$ cat config.mk
export PLATFORM = sky130hd
export DESIGN_NAME = pov_display
export DESIGN_NICKNAME = d
export VERILOG_FILES = /design/src/source/pov_pkg.sv /design/src/source/spi_slave.sv /design/src/source/spi_decoder.sv /design/src/source/clock_enable.sv /design/src/source/framebuffer_emulator.sv /design/src/source/driver_controller.sv /design/src/source/pov_display.sv
export SDC_FILE = /design/constraint.sdc
export NUM_CORES = 1
export LEC_CHECK = 0
export BUFFER_PORTS_ARGS = -buffer_cell sky130_fd_sc_hd__buf_2
export CORE_MARGIN = 8
export CORE_UTILIZATION = 47
export CTS_CLUSTER_SIZE = 20
export DETAILED_ROUTE_END_ITERATION = 8
export PLACE_DENSITY_LB_ADDON = 0.08
export SYNTH_ARGS = -nofsm -noshare
export SYNTH_HDL_FRONTEND = slang
export SYNTH_HIERARCHICAL = 1
export SYNTH_SLANG_ARGS = --single-unit
$ cat constraint.sdc
create_clock -name clk -period 11.5 [get_ports clk]
set_clock_uncertainty 0.2 [all_clocks]
set_input_delay 2.3 -clock clk [delete_from_list [all_inputs] [get_ports clk]]
set_output_delay 2.3 -clock clk [all_outputs]
set_load 0.02 [all_outputs]
$ cat src/source/pov_pkg.sv
`default_nettype none

/* Shared widths, opcodes, command lengths and timing constants of the POV display core
   Timing constants count clk cycles or enable ticks as named */

package pov_pkg;

    // Command and reply sizes
    localparam int cmd_width     = 64;
    localparam int cmd_len_width = 4;
    localparam int reply_width   = 48;

    // Driver data
    localparam int conf_width    = 48;
    localparam int pixel_width   = 30;
    localparam int channel_width = pixel_width / 3;
    localparam int sensor_width  = 16;

    // Frame shape and timing, in enable ticks
    localparam int column_words    = 2;
    localparam int blanking_ticks  = 72;
    localparam int enable_divider  = 4;
    localparam int conf_frame_bits = conf_width + 1;

    // Counter widths derived from the above
    localparam int enable_cnt_width = (enable_divider > 1) ? $clog2(enable_divider) : 1;
    localparam int drv_cnt_width =
        $clog2(((conf_width > blanking_ticks) ? conf_width : blanking_ticks) + 1);
    localparam int word_cnt_width = $clog2(column_words + 1);

    // Opcodes and their exact lengths in bytes
    localparam logic [7:0] op_set_conf    = 8'h01;
    localparam logic [7:0] op_rgb_enable  = 8'h02;
    localparam logic [7:0] op_read_status = 8'h03;
    localparam logic [cmd_len_width-1:0] len_set_conf    = 4'd7;
    localparam logic [cmd_len_width-1:0] len_rgb_enable  = 4'd2;
    localparam logic [cmd_len_width-1:0] len_read_status = 4'd1;

    typedef logic [cmd_width-1:0]   cmd_t;
    typedef logic [conf_width-1:0]  conf_t;
    typedef logic [pixel_width-1:0] pixel_t;

endpackage

`default_nettype wire

$ cat src/source/spi_slave.sv
`default_nettype none

/* Mode 0 SPI slave with MSB first and spi_ss active low
   Each spi_clk half period must last at least 8 clk cycles
   Only the first 8 bytes are kept and the byte count saturates at 15 */

module spi_slave (
    input  logic                               clk,
    input  logic                               reset,
    input  logic                               spi_clk,
    input  logic                               spi_ss,
    input  logic                               spi_mosi,
    input  logic [pov_pkg::reply_width-1:0]    cmd_write,
    output logic                               spi_miso,
    output logic                               valid,
    output pov_pkg::cmd_t                      cmd_read,
    output logic [pov_pkg::cmd_len_width-1:0]  cmd_len_bytes
);
    import pov_pkg::*;

    // Two sync flops plus one history flop for edge detection
    logic [2:0] sclk_sync;
    logic [2:0] ss_sync;
    logic [1:0] mosi_sync;
    logic       sclk_rise;
    logic       sclk_fall;
    logic       ss_rise;
    logic       ss_fall;
    logic       ss_active;

    logic [2:0]             bit_cnt;
    logic [6:0]             byte_shift;
    logic [reply_width-1:0] reply_shift;
    logic                   reply_loaded;
    logic                   valid_q;

    always_ff @(posedge clk) begin
        if (reset) begin
            sclk_sync <= '0;
            ss_sync   <= '1;
            mosi_sync <= '0;
        end else begin
            sclk_sync <= {sclk_sync[1:0], spi_clk};
            ss_sync   <= {ss_sync[1:0], spi_ss};
            mosi_sync <= {mosi_sync[0], spi_mosi};
        end
    end

    assign sclk_rise = sclk_sync[1] & ~sclk_sync[2];
    assign sclk_fall = ~sclk_sync[1] & sclk_sync[2];
    assign ss_rise   = ss_sync[1] & ~ss_sync[2];
    assign ss_fall   = ~ss_sync[1] & ss_sync[2];
    assign ss_active = ~ss_sync[1];

    // Bit and byte counting, framed by spi_ss
    always_ff @(posedge clk) begin
        if (reset) begin
            bit_cnt       <= '0;
            cmd_len_bytes <= '0;
            valid         <= 1'b0;
        end else begin
            // End of transaction, counts and command already stable
            valid <= ss_rise;
            if (ss_fall) begin
                bit_cnt       <= '0;
                cmd_len_bytes <= '0;
            end else if (ss_active && sclk_rise) begin
                bit_cnt <= bit_cnt + 3'd1;
                if (bit_cnt == 3'd7 && cmd_len_bytes != '1) begin
                    cmd_len_bytes <= cmd_len_bytes + 1'b1;
                end
            end
        end
    end

    // Completed bytes go from the top byte downward
    always_ff @(posedge clk) begin
        if (ss_active && sclk_rise) begin
            byte_shift <= {byte_shift[5:0], mosi_sync[1]};
            if (bit_cnt == 3'd7 && cmd_len_bytes < cmd_len_width'(cmd_width / 8)) begin
                cmd_read[cmd_width-1 - 8*cmd_len_bytes[2:0] -: 8] <= {byte_shift, mosi_sync[1]};
            end
        end
    end

    // Reload one cycle after valid so the decoder's answer is already in cmd_write
    always_ff @(posedge clk) begin
        if (reset) begin
            valid_q      <= 1'b0;
            reply_loaded <= 1'b0;
        end else begin
            valid_q <= valid;
            if (valid_q) begin
                reply_loaded <= 1'b1;
            end
        end
    end

    // Reply moves on falling spi_clk so the host samples a settled bit
    always_ff @(posedge clk) begin
        if (valid_q) begin
            reply_shift <= cmd_write;
        end else if (ss_active && sclk_fall) begin
            reply_shift <= {reply_shift[reply_width-2:0], 1'b0};
        end
    end

    assign spi_miso = reply_loaded & reply_shift[reply_width-1];

endmodule

`default_nettype wire

$ cat src/source/spi_decoder.sv
`default_nettype none

/* Commands with an unknown opcode or a length other than the exact one are ignored
   Any command other than a good read-status clears the pending reply */

module spi_decoder (
    input  logic                               clk,
    input  logic                               reset,
    input  logic                               valid,
    input  pov_pkg::cmd_t                      cmd_read,
    input  logic [pov_pkg::cmd_len_width-1:0]  cmd_len_bytes,
    input  logic [pov_pkg::sensor_width-1:0]   rotation_data,
    input  logic [pov_pkg::sensor_width-1:0]   speed_data,
    output logic [pov_pkg::reply_width-1:0]    cmd_write,
    output pov_pkg::conf_t                     configuration,
    output logic                               new_config_available,
    output logic                               rgb_enable
);
    import pov_pkg::*;

    logic [7:0] opcode;
    logic       do_conf;
    logic       do_rgb;
    logic       do_status;

    // Opcode sits in the first received byte
    assign opcode    = cmd_read[cmd_width-1 -: 8];
    assign do_conf   = valid && opcode == op_set_conf    && cmd_len_bytes == len_set_conf;
    assign do_rgb    = valid && opcode == op_rgb_enable  && cmd_len_bytes == len_rgb_enable;
    assign do_status = valid && opcode == op_read_status && cmd_len_bytes == len_read_status;

    always_ff @(posedge clk) begin
        if (reset) begin
            new_config_available <= 1'b0;
            rgb_enable           <= 1'b0;
            cmd_write            <= '0;
        end else begin
            new_config_available <= do_conf;
            if (do_rgb) begin
                // Bit 0 of the byte after the opcode
                rgb_enable <= cmd_read[cmd_width-16];
            end
            if (do_status) begin
                cmd_write <= {rotation_data, speed_data,
                              {(reply_width - 2*sensor_width){1'b0}}};
            end else if (valid) begin
                cmd_write <= '0;
            end
        end
    end

    // Six bytes right below the opcode
    always_ff @(posedge clk) begin
        if (do_conf) begin
            configuration <= cmd_read[cmd_width-9 -: conf_width];
        end
    end

endmodule

`default_nettype wire

$ cat src/source/clock_enable.sv
`default_nettype none

/* One clk wide pulse every enable_divider cycles
   First pulse comes enable_divider cycles after reset */

module clock_enable (
    input  logic clk,
    input  logic reset,
    output logic clk_enable
);
    import pov_pkg::*;

    logic [enable_cnt_width-1:0] count;

    always_ff @(posedge clk) begin
        if (reset) begin
            count      <= '0;
            clk_enable <= 1'b0;
        end else if (count == enable_cnt_width'(enable_divider - 1)) begin
            // Wrap and fire
            count      <= '0;
            clk_enable <= 1'b1;
        end else begin
            count      <= count + 1'b1;
            clk_enable <= 1'b0;
        end
    end

endmodule

`default_nettype wire

$ cat src/source/framebuffer_emulator.sv
`default_nettype none

/* Test pattern source standing in for the real framebuffer
   A word appears the cycle after word_req and holds until the next request */

module framebuffer_emulator (
    input  logic            clk,
    input  logic            reset,
    input  logic            word_req,
    output pov_pkg::pixel_t data
);
    import pov_pkg::*;

    // Pattern counter, wraps modulo 1024
    logic [channel_width-1:0] k;

    always_ff @(posedge clk) begin
        if (reset) begin
            k <= '0;
        end else if (word_req) begin
            k <= k + 1'b1;
        end
    end

    // Channels from top to bottom are k, inverted k, then k again
    always_ff @(posedge clk) begin
        if (word_req) begin
            data <= {k, ~k, k};
        end
    end

endmodule

`default_nettype wire

$ cat src/source/driver_controller.sv
`default_nettype none

/* Serial LED driver stream on one data line, all timing in clk_enable ticks
   Config frames carry mode bit 1 and pixel frames mode bit 0 with column_words words
   Pixel payload is forced to zero while rgb_enable is clear */

module driver_controller (
    input  logic            clk,
    input  logic            reset,
    input  logic            clk_enable,
    input  pov_pkg::pixel_t data,
    input  pov_pkg::conf_t  configuration,
    input  logic            new_config_available,
    input  logic            rgb_enable,
    output logic            word_req,
    output logic            driver_sclk,
    output logic            driver_sin,
    output logic            driver_lat,
    output logic            driver_blank
);
    import pov_pkg::*;

    typedef enum logic [1:0] {
        st_idle,
        st_shift,
        st_latch,
        st_blank
    } state_t;

    state_t                     state;
    logic [conf_frame_bits-1:0] shift_reg;
    logic [drv_cnt_width-1:0]   cnt;
    logic [word_cnt_width-1:0]  words_left;
    logic                       conf_frame;
    logic                       conf_pending;
    logic                       start_conf;
    logic                       bit_done;

    assign start_conf = clk_enable && state == st_idle && conf_pending;
    // High phase ends at this tick
    assign bit_done   = clk_enable && state == st_shift && driver_sclk;
    assign driver_sin = shift_reg[conf_frame_bits-1];

    // Start wins since the decoder register already holds the newest copy
    always_ff @(posedge clk) begin
        if (reset) begin
            conf_pending <= 1'b0;
        end else if (start_conf) begin
            conf_pending <= 1'b0;
        end else if (new_config_available) begin
            conf_pending <= 1'b1;
        end
    end

    always_ff @(posedge clk) begin
        if (reset) begin
            state        <= st_idle;
            driver_sclk  <= 1'b0;
            driver_lat   <= 1'b0;
            driver_blank <= 1'b1;
            word_req     <= 1'b0;
            cnt          <= '0;
            words_left   <= '0;
            conf_frame   <= 1'b0;
        end else begin
            word_req <= 1'b0;
            if (clk_enable) begin
                case (state)
                    st_idle: begin
                        state      <= st_shift;
                        conf_frame <= conf_pending;
                        if (conf_pending) begin
                            // Mode bit plus 48 config bits
                            cnt        <= drv_cnt_width'(conf_width);
                            words_left <= '0;
                        end else begin
                            // Mode bit alone, first word fetched meanwhile
                            cnt        <= '0;
                            words_left <= word_cnt_width'(column_words);
                            word_req   <= 1'b1;
                        end
                    end
                    st_shift: begin
                        driver_sclk <= ~driver_sclk;
                        if (driver_sclk) begin
                            if (cnt != '0) begin
                                cnt <= cnt - 1'b1;
                            end else if (words_left != '0) begin
                                // Next word loads now, its successor is requested
                                cnt        <= drv_cnt_width'(pixel_width - 1);
                                words_left <= words_left - 1'b1;
                                if (words_left > word_cnt_width'(1)) begin
                                    word_req <= 1'b1;
                                end
                            end else begin
                                driver_lat <= 1'b1;
                                state      <= st_latch;
                            end
                        end
                    end
                    st_latch: begin
                        driver_lat <= 1'b0;
                        if (conf_frame) begin
                            state <= st_idle;
                        end else begin
                            driver_blank <= 1'b1;
                            cnt          <= drv_cnt_width'(blanking_ticks - 1);
                            state        <= st_blank;
                        end
                    end
                    st_blank: begin
                        if (cnt == '0) begin
                            driver_blank <= 1'b0;
                            state        <= st_idle;
                        end else begin
                            cnt <= cnt - 1'b1;
                        end
                    end
                    default: begin
                        state <= st_idle;
                    end
                endcase
            end
        end
    end

    // MSB first out of the top bit, shifted at each falling sclk
    always_ff @(posedge clk) begin
        if (clk_enable && state == st_idle) begin
            if (conf_pending) begin
                shift_reg <= {1'b1, configuration};
            end else begin
                shift_reg <= '0;
            end
        end else if (bit_done) begin
            if (cnt != '0) begin
                shift_reg <= {shift_reg[conf_frame_bits-2:0], 1'b0};
            end else if (words_left != '0) begin
                shift_reg <= {data & {pixel_width{rgb_enable}},
                              {(conf_frame_bits - pixel_width){1'b0}}};
            end
        end
    end

endmodule

`default_nettype wire

$ cat src/source/pov_display.sv
`default_nettype none

/* Core of the POV display, position sync taken as always asserted
   Host must keep spi_clk half periods at least 8 clk cycles long */

module pov_display (
    input  logic                              clk,
    input  logic                              reset,
    input  logic                              spi_clk,
    input  logic                              spi_ss,
    input  logic                              spi_mosi,
    input  logic [pov_pkg::sensor_width-1:0]  rotation_data,
    input  logic [pov_pkg::sensor_width-1:0]  speed_data,
    output logic                              spi_miso,
    output logic                              driver_sclk,
    output logic                              driver_sin,
    output logic                              driver_lat,
    output logic                              driver_blank
);
    import pov_pkg::*;

    // SPI to decoder
    cmd_t                     cmd_read;
    logic [cmd_len_width-1:0] cmd_len_bytes;
    logic [reply_width-1:0]   cmd_write;
    logic                     valid;

    // Decoder to driver
    conf_t configuration;
    logic  new_config_available;
    logic  rgb_enable;

    // Tick and pixel handshake
    logic   clk_enable;
    logic   word_req;
    pixel_t pixel_data;

    spi_slave u_spi_slave (
        .clk           (clk),
        .reset         (reset),
        .spi_clk       (spi_clk),
        .spi_ss        (spi_ss),
        .spi_mosi      (spi_mosi),
        .cmd_write     (cmd_write),
        .spi_miso      (spi_miso),
        .valid         (valid),
        .cmd_read      (cmd_read),
        .cmd_len_bytes (cmd_len_bytes)
    );

    spi_decoder u_spi_decoder (
        .clk                  (clk),
        .reset                (reset),
        .valid                (valid),
        .cmd_read             (cmd_read),
        .cmd_len_bytes        (cmd_len_bytes),
        .rotation_data        (rotation_data),
        .speed_data           (speed_data),
        .cmd_write            (cmd_write),
        .configuration        (configuration),
        .new_config_available (new_config_available),
        .rgb_enable           (rgb_enable)
    );

    clock_enable u_clock_enable (
        .clk        (clk),
        .reset      (reset),
        .clk_enable (clk_enable)
    );

    framebuffer_emulator u_fb_emulator (
        .clk      (clk),
        .reset    (reset),
        .word_req (word_req),
        .data     (pixel_data)
    );

    driver_controller u_driver_controller (
        .clk                  (clk),
        .reset                (reset),
        .clk_enable           (clk_enable),
        .data                 (pixel_data),
        .configuration        (configuration),
        .new_config_available (new_config_available),
        .rgb_enable           (rgb_enable),
        .word_req             (word_req),
        .driver_sclk          (driver_sclk),
        .driver_sin           (driver_sin),
        .driver_lat           (driver_lat),
        .driver_blank         (driver_blank)
    );

endmodule

`default_nettype wire

# Yosys cells after proc, flatten, opt, wreduce, memory -nomap -nowiden
# Cells that the tools add are included.
# totals
register_bits,327
input_bits,37
out_inout_bits,5
wordCells,156
# op_classes
addsub,8
magnitude_cmp,2
n_eq_ne,20
shifts,2
n_mux,42
bitwise_logic,13
reduce_logical,39
# op_table
operator,n
$mux 49,5
$mux 48,4
$shift 8x34->71 const A,1
$shiftx 8x34->71,1
$bwmux 64,1
$mux 7,5
$neg 32->34,1
$and 30x30->30,1
$pmux 7 s4,1
$reduce_and 5->1,4
$mux 2,9
$eq 8x2->1 const B,2
$logic_and 1x1->1,14
$reduce_bool 2->1,7
$mux 1,11
$add 10x1->10 const B,1
$ne 2x2->1 const B,5
$not 10->10,1
$reduce_and 2->1,5
$eq 8x1->1 const B,1
$pmux 2 s4,1
$reduce_or 2->1,4
$logic_not 7->1,1
$reduce_bool 7->1,1
25 further kinds,39

# Longest topological paths before layout
# logic_depth
depth_word,6
mapped_depth,7

# Cells and area by module
# The synthesis kept the hierarchy.
# modules_own_cells
module,instances,cells_each,area_each_um2,seq_area_each_um2
spi_slave,1,326,5434.0,3933.8
driver_controller,1,351,3437.0,1811.7
spi_decoder,1,227,3067.9,2122.0
framebuffer_emulator,1,87,1151.1,800.8
clock_enable,1,7,103.8,60.1

# Worst setup path before layout
# OpenSTA, ideal clock, no wires.
# synth_path
path_type,reg2reg
start,reg u_spi_slave/cmd_len_bytes[1] in the netlist's numbering
end,"reg u_spi_decoder.configuration[0], enable pin"
t_arrival_ns,4.266
required_ns,10.787
setup_slack_ns,6.521
path_stages_with_launch,5
path_buffers,1
period_less_slack_ns,4.979
cell_sequence,dfxtp_1 > buf_2 > nor2b_1 > nand2_1 > nor3_1
# synth_between
elab_chain_len,2
# synth_rtl
item,line,source
"start, declared",spi_slave.sv:17,output logic [pov_pkg::cmd_len_width-1:0] cmd_len_bytes
"start signal, assigned",spi_slave.sv:70,cmd_len_bytes <= cmd_len_bytes + 1'b1;
$eq 4x3->1,spi_decoder.sv:28,assign do_conf = valid && opcode == op_set_conf && cmd_len_bytes == len_set_conf;
$logic_and 1x1->1,spi_decoder.sv:28,
net u_spi_decoder.do_conf,spi_decoder.sv:22,logic do_conf;
"end signal, assigned",spi_decoder.sv:55,configuration <= cmd_read[cmd_width-9 -: conf_width];
"end, declared",spi_decoder.sv:15,"output pov_pkg::conf_t configuration,"
# The timed path passes the listed nets, and every way through them passes these cells.
# A chain may end at the register's enable or synchronous reset.

# Worst setup path in the final report
# layout_path
start,reg u_driver_controller.driver_sclk
end,out driver_sclk
# layout_lines
item,line,source
"start, declared",driver_controller.sv:16,"output logic driver_sclk,"
"start signal, assigned",driver_controller.sv:84,driver_sclk <= ~driver_sclk;
"end, declared",pov_display.sv:15,"output logic driver_sclk,"
# No word-level cell between the ends.

==> results.md <==
- Status: completed
- Routability Congestion: 0.798
- Startpoint types: register
- Worst EP arrival: 1.20 ns
- Max stage delay on crit path: 0.47 ns
- CP required: 9.00 ns
- Avg WL per Cell: 18.6 um
- Hold_buf cts: 0
- Clk buf depth: 3
- # fillers: 2279
- Vias in the first global route: 7592
- Initial DRC count: 563
- Power Total: 0.00240 W
- DRT Pass-1 Iters: 5
- Cell family with most CP delay: flip-flops
- Antenna Nets Post-Route: 0
- Max_slew headroom: 24.4%
- Clock-pin slew on the worst setup and hold paths: 0.06 ns
- VDD IR-drop max: 0.0887 mV
- Post-DP Area: 13200 sq um
- Pwr Density: 167 nW/um^2
- Wire length on met2: 11600 um
- Post-Route M1 WL: 12300 um
- ANT cells: 0
- Total track usage: 15.4%
- H-Tree Depth: 2
- Multi-input gate area: 3910 sq um
- Die Wd: 182 um
- Setup TNS: 0 ns
- Core ar.: 27000 sq um
- Max reg flops: 56
- Tcrit/Tclk final: 32.2%
- PostCTS Resize Cnt: 0
- Clock sinks: 310
- Endpoints failing hold: 0
- Worst-Margin Slew: 1.13 ns
- CP Capture Type: output pin
- Initial core utilization: 47.8%
- Die Ht: 182 um
- Syn_area_per_cell: 13.1 sq um
- Leading cell type in the layout, fill and taps excluded: edfxtp_1
- # DRC: 0
- Critical path cell sequence: buf_2
- CTS tree: done
- Final setup violating endpoints: 0
- Final Critical Period: 3.70 ns
- Design area: 14400 sq um
- Final Max Slew Viols: 0
- Clk_lat worst skew: 0.50 ns
- Largest net degree at the start of global routing: 80
- DR WL met3: 1030 um
- Min-delay worst type: reg2reg
- GR Overflow Total: 0
- First-pass GRT wire length: 41100 um
- Ys Warns: 6
- Via-to-Cell Ratio: 5.52
- # nets final: 1052
- Place WS: 7.40 ns
- DP HPWL: 14800 um
- Top layer in use: met4
- Area growth from synthesis to layout: 11.7%
- Clock buffer count from CTS: 35
- IO Pins: 42
- Master of the slowest instance on the critical path: dfxtp_1
- Setup slack after layout: 7.80 ns
- Leak pwr: 4.75 nW
- F_max: 270 MHz
- Max-cap violations: 0
- Fraction of layout cells with a size suffix above 1: 19.3%
- Post CTS Setup Buffer Count: 0
- Post-Route WL: 25400 um
- RSZ-0062 raised after global routing: no
- Most frequent cells in the layout: edfxtp_1 (228), dfxtp_1 (81), nand2_1 (80)
- Critical path type: reg2out
- Via count: 7552
- Buffers on Ports: 41
- Gate Count Post-Synth: 980
- Post-synthesis cell area: 12900 sq um
- Core Rows: 60
- WP buf/inv: 1
- Die ar.: 33000 sq um
- CTS Root Cell: clkbuf_16
- Register area: 8490 sq um
- Crit path max fanout: 8
- Initial antenna violation count: 0
==> through the flow <==
step / hold WS [ns] / instances / utilization [%]
final: 0.199 / 1369 / 53.4
after global routing: 0.218 / 1369 / 53.4
after CTS: 0.206 / 1369 / 53.4
after detailed placement: 0.194 / 1306 / 49.1
after global placement: 0.195 / 1306 / 49.1
after floorplan: 0.189 / 995 / -
==> cell type report <==
type	instances	share of cell area, %
clock inverter	13	1.15
inverter	26	0.678
clock buffer	50	6.98
multi-input combinational	576	27.2
sequential	310	59.0
timing repair buffer	53	2.05
tap	341	2.96
==> path summary, 6_finish.rpt <==
path	startpoint	end	slack (ns)	cells after the start
worst max register to register	u_driver_controller/cnt[0]$_SDFFE_PP0P_	u_driver_controller/shift_reg[4]$_DFFE_PP_	8.49	8
worst min register to register	u_spi_slave/cmd_read[47]$_DFFE_PP_	u_spi_decoder/configuration[39]$_DFFE_PP_	0.20	0
worst max-delay path	u_driver_controller/driver_sclk$_SDFFE_PP0N_	driver_sclk	7.80	1
worst min-delay path	u_spi_slave/cmd_read[47]$_DFFE_PP_	u_spi_decoder/configuration[39]$_DFFE_PP_	0.20	0
==> metal layers <==
layer / global-route usage, % / up-vias
li1: - / 3664
met1: 21.5 / 3692
met2: 24.1 / 153
met3: 2.53 / 43
met4: 4.76 / 0
met5: 0 / -
==> power by group <==
part / leakage (nW) / switching [W] / internal, W
clock: 0.564 / 0.000425 / 0.000698
combinational: 1.56 / 0.0000437 / 0.0000263
sequential: 2.63 / 0.00000698 / 0.00120
total: 4.75 / 0.000476 / 0.00193
Power figures use the tool's default switching activity.
